<file path="config.mk">
export PLATFORM = sky130hd
export DESIGN_NAME = cpuSystem
export DESIGN_NICKNAME = d
export VERILOG_FILES = /design/src/cpuPkg.sv /design/src/ctrlIf.sv /design/src/controlUnit.sv /design/src/registerFile.sv /design/src/arithmeticLogicUnit.sv /design/src/cpuSystem.sv
export SDC_FILE = /design/constraint.sdc
export NUM_CORES = 1
export LEC_CHECK = 0
export ABC_AREA = 1
export BUFFER_PORTS_ARGS = -buffer_cell sky130_fd_sc_hd__buf_2
export CAP_MARGIN = 20
export CORE_ASPECT_RATIO = 1.2
export CORE_MARGIN = 2
export CORE_UTILIZATION = 45
export DETAILED_ROUTE_END_ITERATION = 7
export PLACE_DENSITY = 0.65
export REMOVE_ABC_BUFFERS = 1
export SLEW_MARGIN = 20
export SYNTH_ARGS = -nofsm -noshare
export SYNTH_HDL_FRONTEND = slang
export SYNTH_SLANG_ARGS = --single-unit
</file>
<file path="constraint.sdc">
create_clock -name T -period 8.12 [get_ports T]
set_input_delay 0 -clock T [delete_from_list [all_inputs] [get_ports T]]
set_output_delay 0 -clock T [all_outputs]
set_load 0.02 [all_outputs]
</file>
<file path="src/cpuPkg.sv">
`default_nettype none

package cpuPkg;

        localparam int DataWidth   = 8;
        localparam int InstrWidth  = 16;
        localparam int AddrWidth   = 8;
        localparam int OpcodeWidth = 6;
        localparam int AluOpWidth  = 4;
        localparam int StepCount   = 4;

        localparam logic [OpcodeWidth-1:0] OpBra = 6'h00;
        localparam logic [OpcodeWidth-1:0] OpBne = 6'h01;
        localparam logic [OpcodeWidth-1:0] OpInc = 6'h05;
        localparam logic [OpcodeWidth-1:0] OpDec = 6'h06;
        localparam logic [OpcodeWidth-1:0] OpLsl = 6'h07;
        localparam logic [OpcodeWidth-1:0] OpLsr = 6'h08;
        localparam logic [OpcodeWidth-1:0] OpAnd = 6'h0C;
        localparam logic [OpcodeWidth-1:0] OpOr  = 6'h0D;
        localparam logic [OpcodeWidth-1:0] OpNot = 6'h0E;
        localparam logic [OpcodeWidth-1:0] OpXor = 6'h0F;
        localparam logic [OpcodeWidth-1:0] OpLd  = 6'h12;
        localparam logic [OpcodeWidth-1:0] OpSt  = 6'h13;
        localparam logic [OpcodeWidth-1:0] OpLdi = 6'h14;
        localparam logic [OpcodeWidth-1:0] OpAdd = 6'h15;
        localparam logic [OpcodeWidth-1:0] OpSub = 6'h17;
        localparam logic [OpcodeWidth-1:0] OpMov = 6'h18;

        localparam logic [AluOpWidth-1:0] AluMov = 4'd0;
        localparam logic [AluOpWidth-1:0] AluInc = 4'd1;
        localparam logic [AluOpWidth-1:0] AluDec = 4'd2;
        localparam logic [AluOpWidth-1:0] AluAdd = 4'd3;
        localparam logic [AluOpWidth-1:0] AluSub = 4'd4;
        localparam logic [AluOpWidth-1:0] AluAnd = 4'd5;
        localparam logic [AluOpWidth-1:0] AluOr  = 4'd6;
        localparam logic [AluOpWidth-1:0] AluXor = 4'd7;
        localparam logic [AluOpWidth-1:0] AluNot = 4'd8;
        localparam logic [AluOpWidth-1:0] AluLsl = 4'd9;
        localparam logic [AluOpWidth-1:0] AluLsr = 4'd10;

        localparam logic [1:0] SrcAlu = 2'd0;
        localparam logic [1:0] SrcMem = 2'd1;
        localparam logic [1:0] SrcImm = 2'd2;

        typedef struct packed {
                logic [OpcodeWidth-1:0] opcode;
                logic                   setFlags;
                logic [2:0]             dst;
                logic [2:0]             src1;
                logic [2:0]             src2;
        } regFormT;

        typedef struct packed {
                logic [OpcodeWidth-1:0] opcode;
                logic [1:0]             rsel;
                logic [AddrWidth-1:0]   addr;     // Address or immediate.
        } addrFormT;

        typedef union packed {
                regFormT  regForm;
                addrFormT addrForm;
        } instrT;

endpackage

`default_nettype wire

</file>
<file path="src/ctrlIf.sv">
`timescale 1ns/1ps
`default_nettype none

interface ctrlIf;

        logic                          regWe;
        logic [1:0]                    regDst;
        logic [1:0]                    regSrcA;
        logic [1:0]                    regSrcB;
        logic [1:0]                    regSource;
        logic [cpuPkg::AluOpWidth-1:0] aluOp;
        logic                          setFlags;
        logic                          zero;

        modport control (output regWe, regDst, regSrcA, regSrcB, regSource, aluOp, setFlags,
                         input zero);
        modport regs (input regWe, regDst, regSrcA, regSrcB, regSource);
        modport alu (input aluOp, setFlags, output zero);

endinterface

`default_nettype wire

</file>
<file path="src/controlUnit.sv">
`timescale 1ns/1ps
`default_nettype none

module controlUnit #(
        parameter logic [cpuPkg::AddrWidth-1:0] ResetPc = '0
) (
        input  wire logic                         T,
        input  wire logic                         rstN,
        input  wire logic [cpuPkg::DataWidth-1:0] memRdata,
        input  wire logic [cpuPkg::DataWidth-1:0] regA,
        output      logic [cpuPkg::AddrWidth-1:0] memAddr,
        output      logic [cpuPkg::DataWidth-1:0] memWdata,
        output      logic                         memWe,
        output      logic [cpuPkg::DataWidth-1:0] imm,
        ctrlIf.control                            ctrl
);

        logic [cpuPkg::StepCount-1:0]   step;
        logic [cpuPkg::StepCount-1:0]   stepNext;
        logic [cpuPkg::AddrWidth-1:0]   pc;
        cpuPkg::instrT                  ir;
        logic [cpuPkg::OpcodeWidth-1:0] opcode;
        logic [cpuPkg::AluOpWidth-1:0]  aluOp;
        logic                           isAlu;
        logic                           isLdi;
        logic                           isLd;
        logic                           isSt;
        logic                           isBra;
        logic                           isBne;
        logic                           isMem;
        logic                           takeBranch;

        assign opcode = ir.regForm.opcode;
        assign isLdi  = (opcode == cpuPkg::OpLdi);
        assign isLd   = (opcode == cpuPkg::OpLd);
        assign isSt   = (opcode == cpuPkg::OpSt);
        assign isBra  = (opcode == cpuPkg::OpBra);
        assign isBne  = (opcode == cpuPkg::OpBne);
        assign isMem  = isLd | isSt;

        // Flags still hold the previous instruction's result here.
        assign takeBranch = isBra | (isBne & ~ctrl.zero);

        always_comb begin
                isAlu = 1'b1;
                aluOp = cpuPkg::AluMov;
                case (opcode)
                        cpuPkg::OpMov: aluOp = cpuPkg::AluMov;
                        cpuPkg::OpInc: aluOp = cpuPkg::AluInc;
                        cpuPkg::OpDec: aluOp = cpuPkg::AluDec;
                        cpuPkg::OpAdd: aluOp = cpuPkg::AluAdd;
                        cpuPkg::OpSub: aluOp = cpuPkg::AluSub;
                        cpuPkg::OpAnd: aluOp = cpuPkg::AluAnd;
                        cpuPkg::OpOr:  aluOp = cpuPkg::AluOr;
                        cpuPkg::OpXor: aluOp = cpuPkg::AluXor;
                        cpuPkg::OpNot: aluOp = cpuPkg::AluNot;
                        cpuPkg::OpLsl: aluOp = cpuPkg::AluLsl;
                        cpuPkg::OpLsr: aluOp = cpuPkg::AluLsr;
                        default:       isAlu = 1'b0;
                endcase
        end

        // Only LD and ST run on into T3.
        always_comb begin
                stepNext = {step[cpuPkg::StepCount-2:0], 1'b0};
                if (step[3] || (step[2] && !isMem)) begin
                        stepNext = {{(cpuPkg::StepCount-1){1'b0}}, 1'b1};
                end
        end

        always_ff @(posedge T or negedge rstN) begin
                if (!rstN) begin
                        step <= {{(cpuPkg::StepCount-1){1'b0}}, 1'b1};
                        pc   <= ResetPc;
                        ir   <= '0;
                end else begin
                        step <= stepNext;
                        if (step[0]) begin
                                ir[7:0] <= memRdata;       // Low byte first.
                                pc      <= pc + 1'b1;
                        end
                        if (step[1]) begin
                                ir[15:8] <= memRdata;
                                pc       <= pc + 1'b1;
                        end
                        if (step[2] && takeBranch) begin
                                pc <= ir.addrForm.addr;
                        end
                end
        end

        assign memAddr  = step[3] ? ir.addrForm.addr : pc;
        assign memWdata = regA;
        assign memWe    = step[3] & isSt;
        assign imm      = ir.addrForm.addr;

        // Register view for ALU opcodes, address view otherwise.
        assign ctrl.regDst   = isAlu ? ir.regForm.dst[1:0] : ir.addrForm.rsel;
        assign ctrl.regSrcA  = isAlu ? ir.regForm.src1[1:0] : ir.addrForm.rsel;
        assign ctrl.regSrcB  = ir.regForm.src2[1:0];
        assign ctrl.aluOp    = aluOp;
        assign ctrl.setFlags = step[2] & isAlu & ir.regForm.setFlags;

        always_comb begin
                ctrl.regSource = cpuPkg::SrcAlu;
                if (isLd) begin
                        ctrl.regSource = cpuPkg::SrcMem;
                end else if (isLdi) begin
                        ctrl.regSource = cpuPkg::SrcImm;
                end
        end

        assign ctrl.regWe = (step[2] & (isAlu | isLdi)) | (step[3] & isLd);

endmodule

`default_nettype wire

</file>
<file path="src/registerFile.sv">
`timescale 1ns/1ps
`default_nettype none

module registerFile (
        input  wire logic                         T,
        input  wire logic                         rstN,
        input  wire logic [cpuPkg::DataWidth-1:0] aluResult,
        input  wire logic [cpuPkg::DataWidth-1:0] memRdata,
        input  wire logic [cpuPkg::DataWidth-1:0] imm,
        output      logic [cpuPkg::DataWidth-1:0] regA,
        output      logic [cpuPkg::DataWidth-1:0] regB,
        ctrlIf.regs                               ctrl
);

        logic [cpuPkg::DataWidth-1:0] regs [4];
        logic [cpuPkg::DataWidth-1:0] writeData;

        always_comb begin
                case (ctrl.regSource)
                        cpuPkg::SrcMem: writeData = memRdata;
                        cpuPkg::SrcImm: writeData = imm;
                        default:        writeData = aluResult;
                endcase
        end

        always_ff @(posedge T or negedge rstN) begin
                if (!rstN) begin
                        for (int i = 0; i < 4; i++) begin
                                regs[i] <= '0;
                        end
                end else if (ctrl.regWe) begin
                        regs[ctrl.regDst] <= writeData;
                end
        end

        assign regA = regs[ctrl.regSrcA];     // Also the store data.
        assign regB = regs[ctrl.regSrcB];

endmodule

`default_nettype wire

</file>
<file path="src/arithmeticLogicUnit.sv">
`timescale 1ns/1ps
`default_nettype none

module arithmeticLogicUnit (
        input  wire logic                         T,
        input  wire logic                         rstN,
        input  wire logic [cpuPkg::DataWidth-1:0] regA,
        input  wire logic [cpuPkg::DataWidth-1:0] regB,
        output      logic [cpuPkg::DataWidth-1:0] aluResult,
        ctrlIf.alu                                ctrl
);

        // Top bit carries C out of every operation.
        logic [cpuPkg::DataWidth:0] wide;
        logic                       zFlag;
        logic                       nFlag;
        logic                       cFlag;

        always_comb begin
                case (ctrl.aluOp)
                        cpuPkg::AluInc: wide = {1'b0, regA} + 1'b1;
                        cpuPkg::AluDec: wide = {1'b0, regA} + {1'b0, {cpuPkg::DataWidth{1'b1}}};
                        cpuPkg::AluAdd: wide = {1'b0, regA} + {1'b0, regB};
                        cpuPkg::AluSub: wide = {1'b0, regA} + {1'b0, ~regB} + 1'b1;
                        cpuPkg::AluAnd: wide = {1'b0, regA & regB};
                        cpuPkg::AluOr:  wide = {1'b0, regA | regB};
                        cpuPkg::AluXor: wide = {1'b0, regA ^ regB};
                        cpuPkg::AluNot: wide = {1'b0, ~regA};
                        cpuPkg::AluLsl: wide = {regA, 1'b0};
                        cpuPkg::AluLsr: wide = {regA[0], 1'b0, regA[cpuPkg::DataWidth-1:1]};
                        default:        wide = {1'b0, regA};   // MOV.
                endcase
        end

        assign aluResult = wide[cpuPkg::DataWidth-1:0];

        always_ff @(posedge T or negedge rstN) begin
                if (!rstN) begin
                        zFlag <= 1'b0;
                        nFlag <= 1'b0;
                        cFlag <= 1'b0;
                end else if (ctrl.setFlags) begin
                        zFlag <= (aluResult == '0);
                        nFlag <= aluResult[cpuPkg::DataWidth-1];
                        cFlag <= wide[cpuPkg::DataWidth];
                end
        end

        assign ctrl.zero = zFlag;

endmodule

`default_nettype wire

</file>
<file path="src/cpuSystem.sv">
`timescale 1ns/1ps
`default_nettype none

module cpuSystem #(
        parameter logic [cpuPkg::AddrWidth-1:0] ResetPc = '0
) (
        input  wire logic                         T,
        input  wire logic                         rstN,
        input  wire logic [cpuPkg::DataWidth-1:0] memRdata,
        output      logic [cpuPkg::AddrWidth-1:0] memAddr,
        output      logic [cpuPkg::DataWidth-1:0] memWdata,
        output      logic                         memWe
);

        logic [cpuPkg::DataWidth-1:0] regA;
        logic [cpuPkg::DataWidth-1:0] regB;
        logic [cpuPkg::DataWidth-1:0] aluResult;
        logic [cpuPkg::DataWidth-1:0] imm;

        ctrlIf ctrl ();

        controlUnit #(
                .ResetPc (ResetPc)
        ) i_control (
                .T        (T),
                .rstN     (rstN),
                .memRdata (memRdata),
                .regA     (regA),
                .memAddr  (memAddr),
                .memWdata (memWdata),
                .memWe    (memWe),
                .imm      (imm),
                .ctrl     (ctrl.control)
        );

        registerFile i_regs (
                .T         (T),
                .rstN      (rstN),
                .aluResult (aluResult),
                .memRdata  (memRdata),
                .imm       (imm),
                .regA      (regA),
                .regB      (regB),
                .ctrl      (ctrl.regs)
        );

        arithmeticLogicUnit i_alu (
                .T         (T),
                .rstN      (rstN),
                .regA      (regA),
                .regB      (regB),
                .aluResult (aluResult),
                .ctrl      (ctrl.alu)
        );

endmodule

`default_nettype wire

</file>
==> impl_metrics.json <==
{
  "status": "complete, no violations",
  "setup_viol": 0,
  "viasPerCell": 5.45,
  "nNetsFinal": 870,
  "fill_cells": 1142,
  "route.detailed.drc": 0,
  "slew_headroom_pct": 32.7,
  "wire_per_inst_um": 15.7,
  "clkTransAtPathRegs_ns": 0.05,
  "initial_core_util_pct": 46.4,
  "critPathMaxStageDelay_ns": 0.58,
  "final_common_cell": "nand2_1",
  "synth.distinct_cells": 42,
  "mostFrequentLayoutCells": "nand2_1 (277), inv_1 (105), nand3_1 (74), o21ai_0 (60), dfrtp_1 (60)",
  "pwr_density_cell_nw_per_um2": 116,
  "die_w_um": 102,
  "path_class": "reg2reg",
  "finalSetupTns_ns": 0,
  "rows": 42,
  "cts_sinks": 61,
  "r2r_cells": 28,
  "routabilityCongestion": 0.921,
  "drv_slew": 0,
  "synth_area_leaders": "dfrtp_1 (29%), nand2_1 (20%), inv_1 (7.6%), ha_1 (7.5%), nand3_1 (7.2%)",
  "drive_gt1_share_pct": 9.40,
  "crit_slowest_cell": "nor2_1",
  "ys_seq_area_share_pct": 29.6,
  "crit_required_ns": 8.29,
  "ys_async_sr_fraction_pct": 100,
  "finalHoldViolations": 0,
  "synth_top_area_cell": "dfrtp_1",
  "post_cts_resized": 0,
  "clockRootBuffer": "clkbuf_16",
  "final.setup_skew_ns": 0.00931,
  "antenna_left": 0,
  "grt_pass1_vias": 5346,
  "die-height_um": 121,
  "path_common_cell": "nand2_1",
  "clock_latency_ns": 0.33,
  "synth_edf_count": 0,
  "ys.flop_type": "dfrtp_1",
  "overflow": 0,
  "post-route-min-period_ns": 5.03,
  "syn_area_sq_um": 5170,
  "clock_path_buffers": 2,
  "cts_tree": "built",
  "r2r_setup_slack_ns": 3.09,
  "crit_fanout": 23,
  "postCtsHoldBufs": 9,
  "reg2reg_to": "i_regs.regs[4]",
  "routed_wl_um": 15400,
  "coreArea_sq_um": 11100,
  "dp_hpwl_um": 11600,
  "htreeDepth": 3,
  "critical_path_arrival_ns": 5.21,
  "ios": 27,
  "cts_setup_buffers": 0,
  "initialDrtViolationCount": 496,
  "rsz0062_at_grt": "false",
  "timing.hold.ws_ns": 0.375,
  "rr_startpoint": "i_control.ir[15]",
  "areaGrowthSynthToFinish_pct": 11.5,
  "syn_inst": 800,
  "synth_top_cell_area_share_pct": 29.0,
  "via_count": 5363,
  "clock.fmax_mhz": 199,
  "antenna_found_initial": 0,
  "avgSynthCellArea_sq_um": 6.46,
  "drtPass1Iterations": 5,
  "placement.io_buffers": 26,
  "grtUsageTotal_pct": 26.8,
  "ys_warn_count": 0,
  "grt_pass1_wl_um": 25900,
  "cap_viol_max_count": 0,
  "cp-start-kind": "register",
  "min_path_type": "in2async",
  "utilization_pct": 51.7,
  "tightest_slew_ns": 1.01,
  "cp-end-kind": "register",
  "ys_seq_elements": 61,
  "cts_inserted_buffers": 9,
  "grt_max_degree": 62,
  "antenna_cells": 0,
  "fin_crit_sh_pct": 62.0,
  "p_leak_nw": 2.88,
  "peakVddDrop_v": 0.000104,
  "dieArea_sq_um": 12400,
  "power_w": 0.000668
}
-- stage by stage --
step	area (sq um)	worst slack, ns	instances
4_1_cts	5760	3.14	984
6_report	5760	3.09	984
3_5_place_dp	5410	3.20	961
5_1_grt	5760	2.60	984
2_1_floorplan	5050	4.08	779
3_3_place_gp	5410	3.32	961
-- worst max-delay path, delay by kind of cell, from the launching register on --
| kind | cells | cell delay (ns) |
|---|---|---|
| AO/OA/AOI/OAI | 4 | 0.63 |
| AND/OR/NAND/NOR | 19 | 3.04 |
| adder cells (fa/ha/maj) | 2 | 0.53 |
| buffers and inverters | 3 | 0.28 |
| flip-flops | 1 | 0.38 |
-- sequential cells by signal, summed over array words and instances, names as in the netlist --
name             cells
i_regs.regs         32
i_control.step       4
i_alu.ctrl.zero      1
i_control.pc         8
i_control.ir        16
-- power by group --
group	total, W	internal (W)	switching [W]	leakage [nW]
registers	0.000304	0.000304	0	0.598
logic	0.0000137	0.00000477	0.00000892	2.14
clock network	0.000350	0.000218	0.000132	0.134
total	0.000668	0.000528	0.000141	2.88
-- Yosys cell counts, types with 2 or more instances --
| library cell | n |
|---|---|
| a21oi_1 | 18 |
| nand4_1 | 10 |
| a211oi_1 | 2 |
| o21ai_2 | 2 |
| nand2_1 | 277 |
| xor2_1 | 4 |
| o221ai_1 | 5 |
| nor2_1 | 42 |
| nor3_1 | 15 |
| nand3_1 | 74 |
| o211ai_1 | 3 |
| nor4_1 | 2 |
| fa_1 | 2 |
| nor2_2 | 4 |
| o21ai_0 | 60 |
| dfrtp_1 | 60 |
| nor2_4 | 2 |
| nand2_2 | 4 |
| inv_1 | 105 |
| ha_1 | 31 |
| clkinv_1 | 3 |
| buf_6 | 3 |
| inv_2 | 7 |
| o21ai_1 | 17 |
| buf_4 | 3 |
| or2_2 | 4 |
| buf_2 | 3 |
| clkbuf_1 | 12 |
| a32oi_1 | 7 |
| o21bai_2 | 5 |
| nand3_2 | 3 |
-- layer usage --
| layer | vias up | part of all wire (%) | wire length, um | global-route usage, % |
|---|---|---|---|---|
| li1 | 2643 | - | - | - |
| met1 | 2522 | 45 | 7010 | 36.6 |
| met2 | 159 | 46 | 7160 | 41.9 |
| met3 | 39 | 4.7 | 732 | 3.86 |
| met4 | 0 | 3.3 | 511 | 11.4 |
| met5 | - | 0 | 0 | 0 |
-- area by class of cell --
cell class                 instances  area [sq um]  area share [%]
clock inverter                     2          10.0           0.174
timing repair buffer              37           235            4.08
multi-input combinational        603          3110            53.9
inverter                         115           432            7.49
tap                              154           193            3.34
sequential                        61          1530            26.5
clock buffer                      12           256            4.45
-- logic make-up after synthesis --
family	Yosys count	synth area share, %
AO/OA/AOI/OAI	127	14.7
XOR/XNOR	4	0.678
adder cells (fa/ha/maj)	33	8.28
buffers and inverters	136	10.6
flip-flops	61	29.6
AND/OR/NAND/NOR	439	36.2
-- worst max-delay path by stage --
| stage | endpoint | cells past startpoint | startpoint | slack [ns] |
|---|---|---|---|---|
| 3_3_place_gp | i_regs.regs[4] | 28 | i_control.ir[15] | 3.32 |
| 4_1_cts | i_regs.regs[30] | 32 | i_control.ir[15] | 3.14 |
| 6_report | i_regs.regs[4] | 28 | i_control.ir[15] | 3.09 |
| 3_5_place_dp | i_regs.regs[30] | 32 | i_control.ir[15] | 3.20 |
| 2_1_floorplan | i_regs.regs[30] | 29 | i_control.ir[15] | 4.08 |
| 5_1_grt | i_regs.regs[30] | 32 | i_control.ir[15] | 2.60 |
Power figures use the tool's default switching activity.
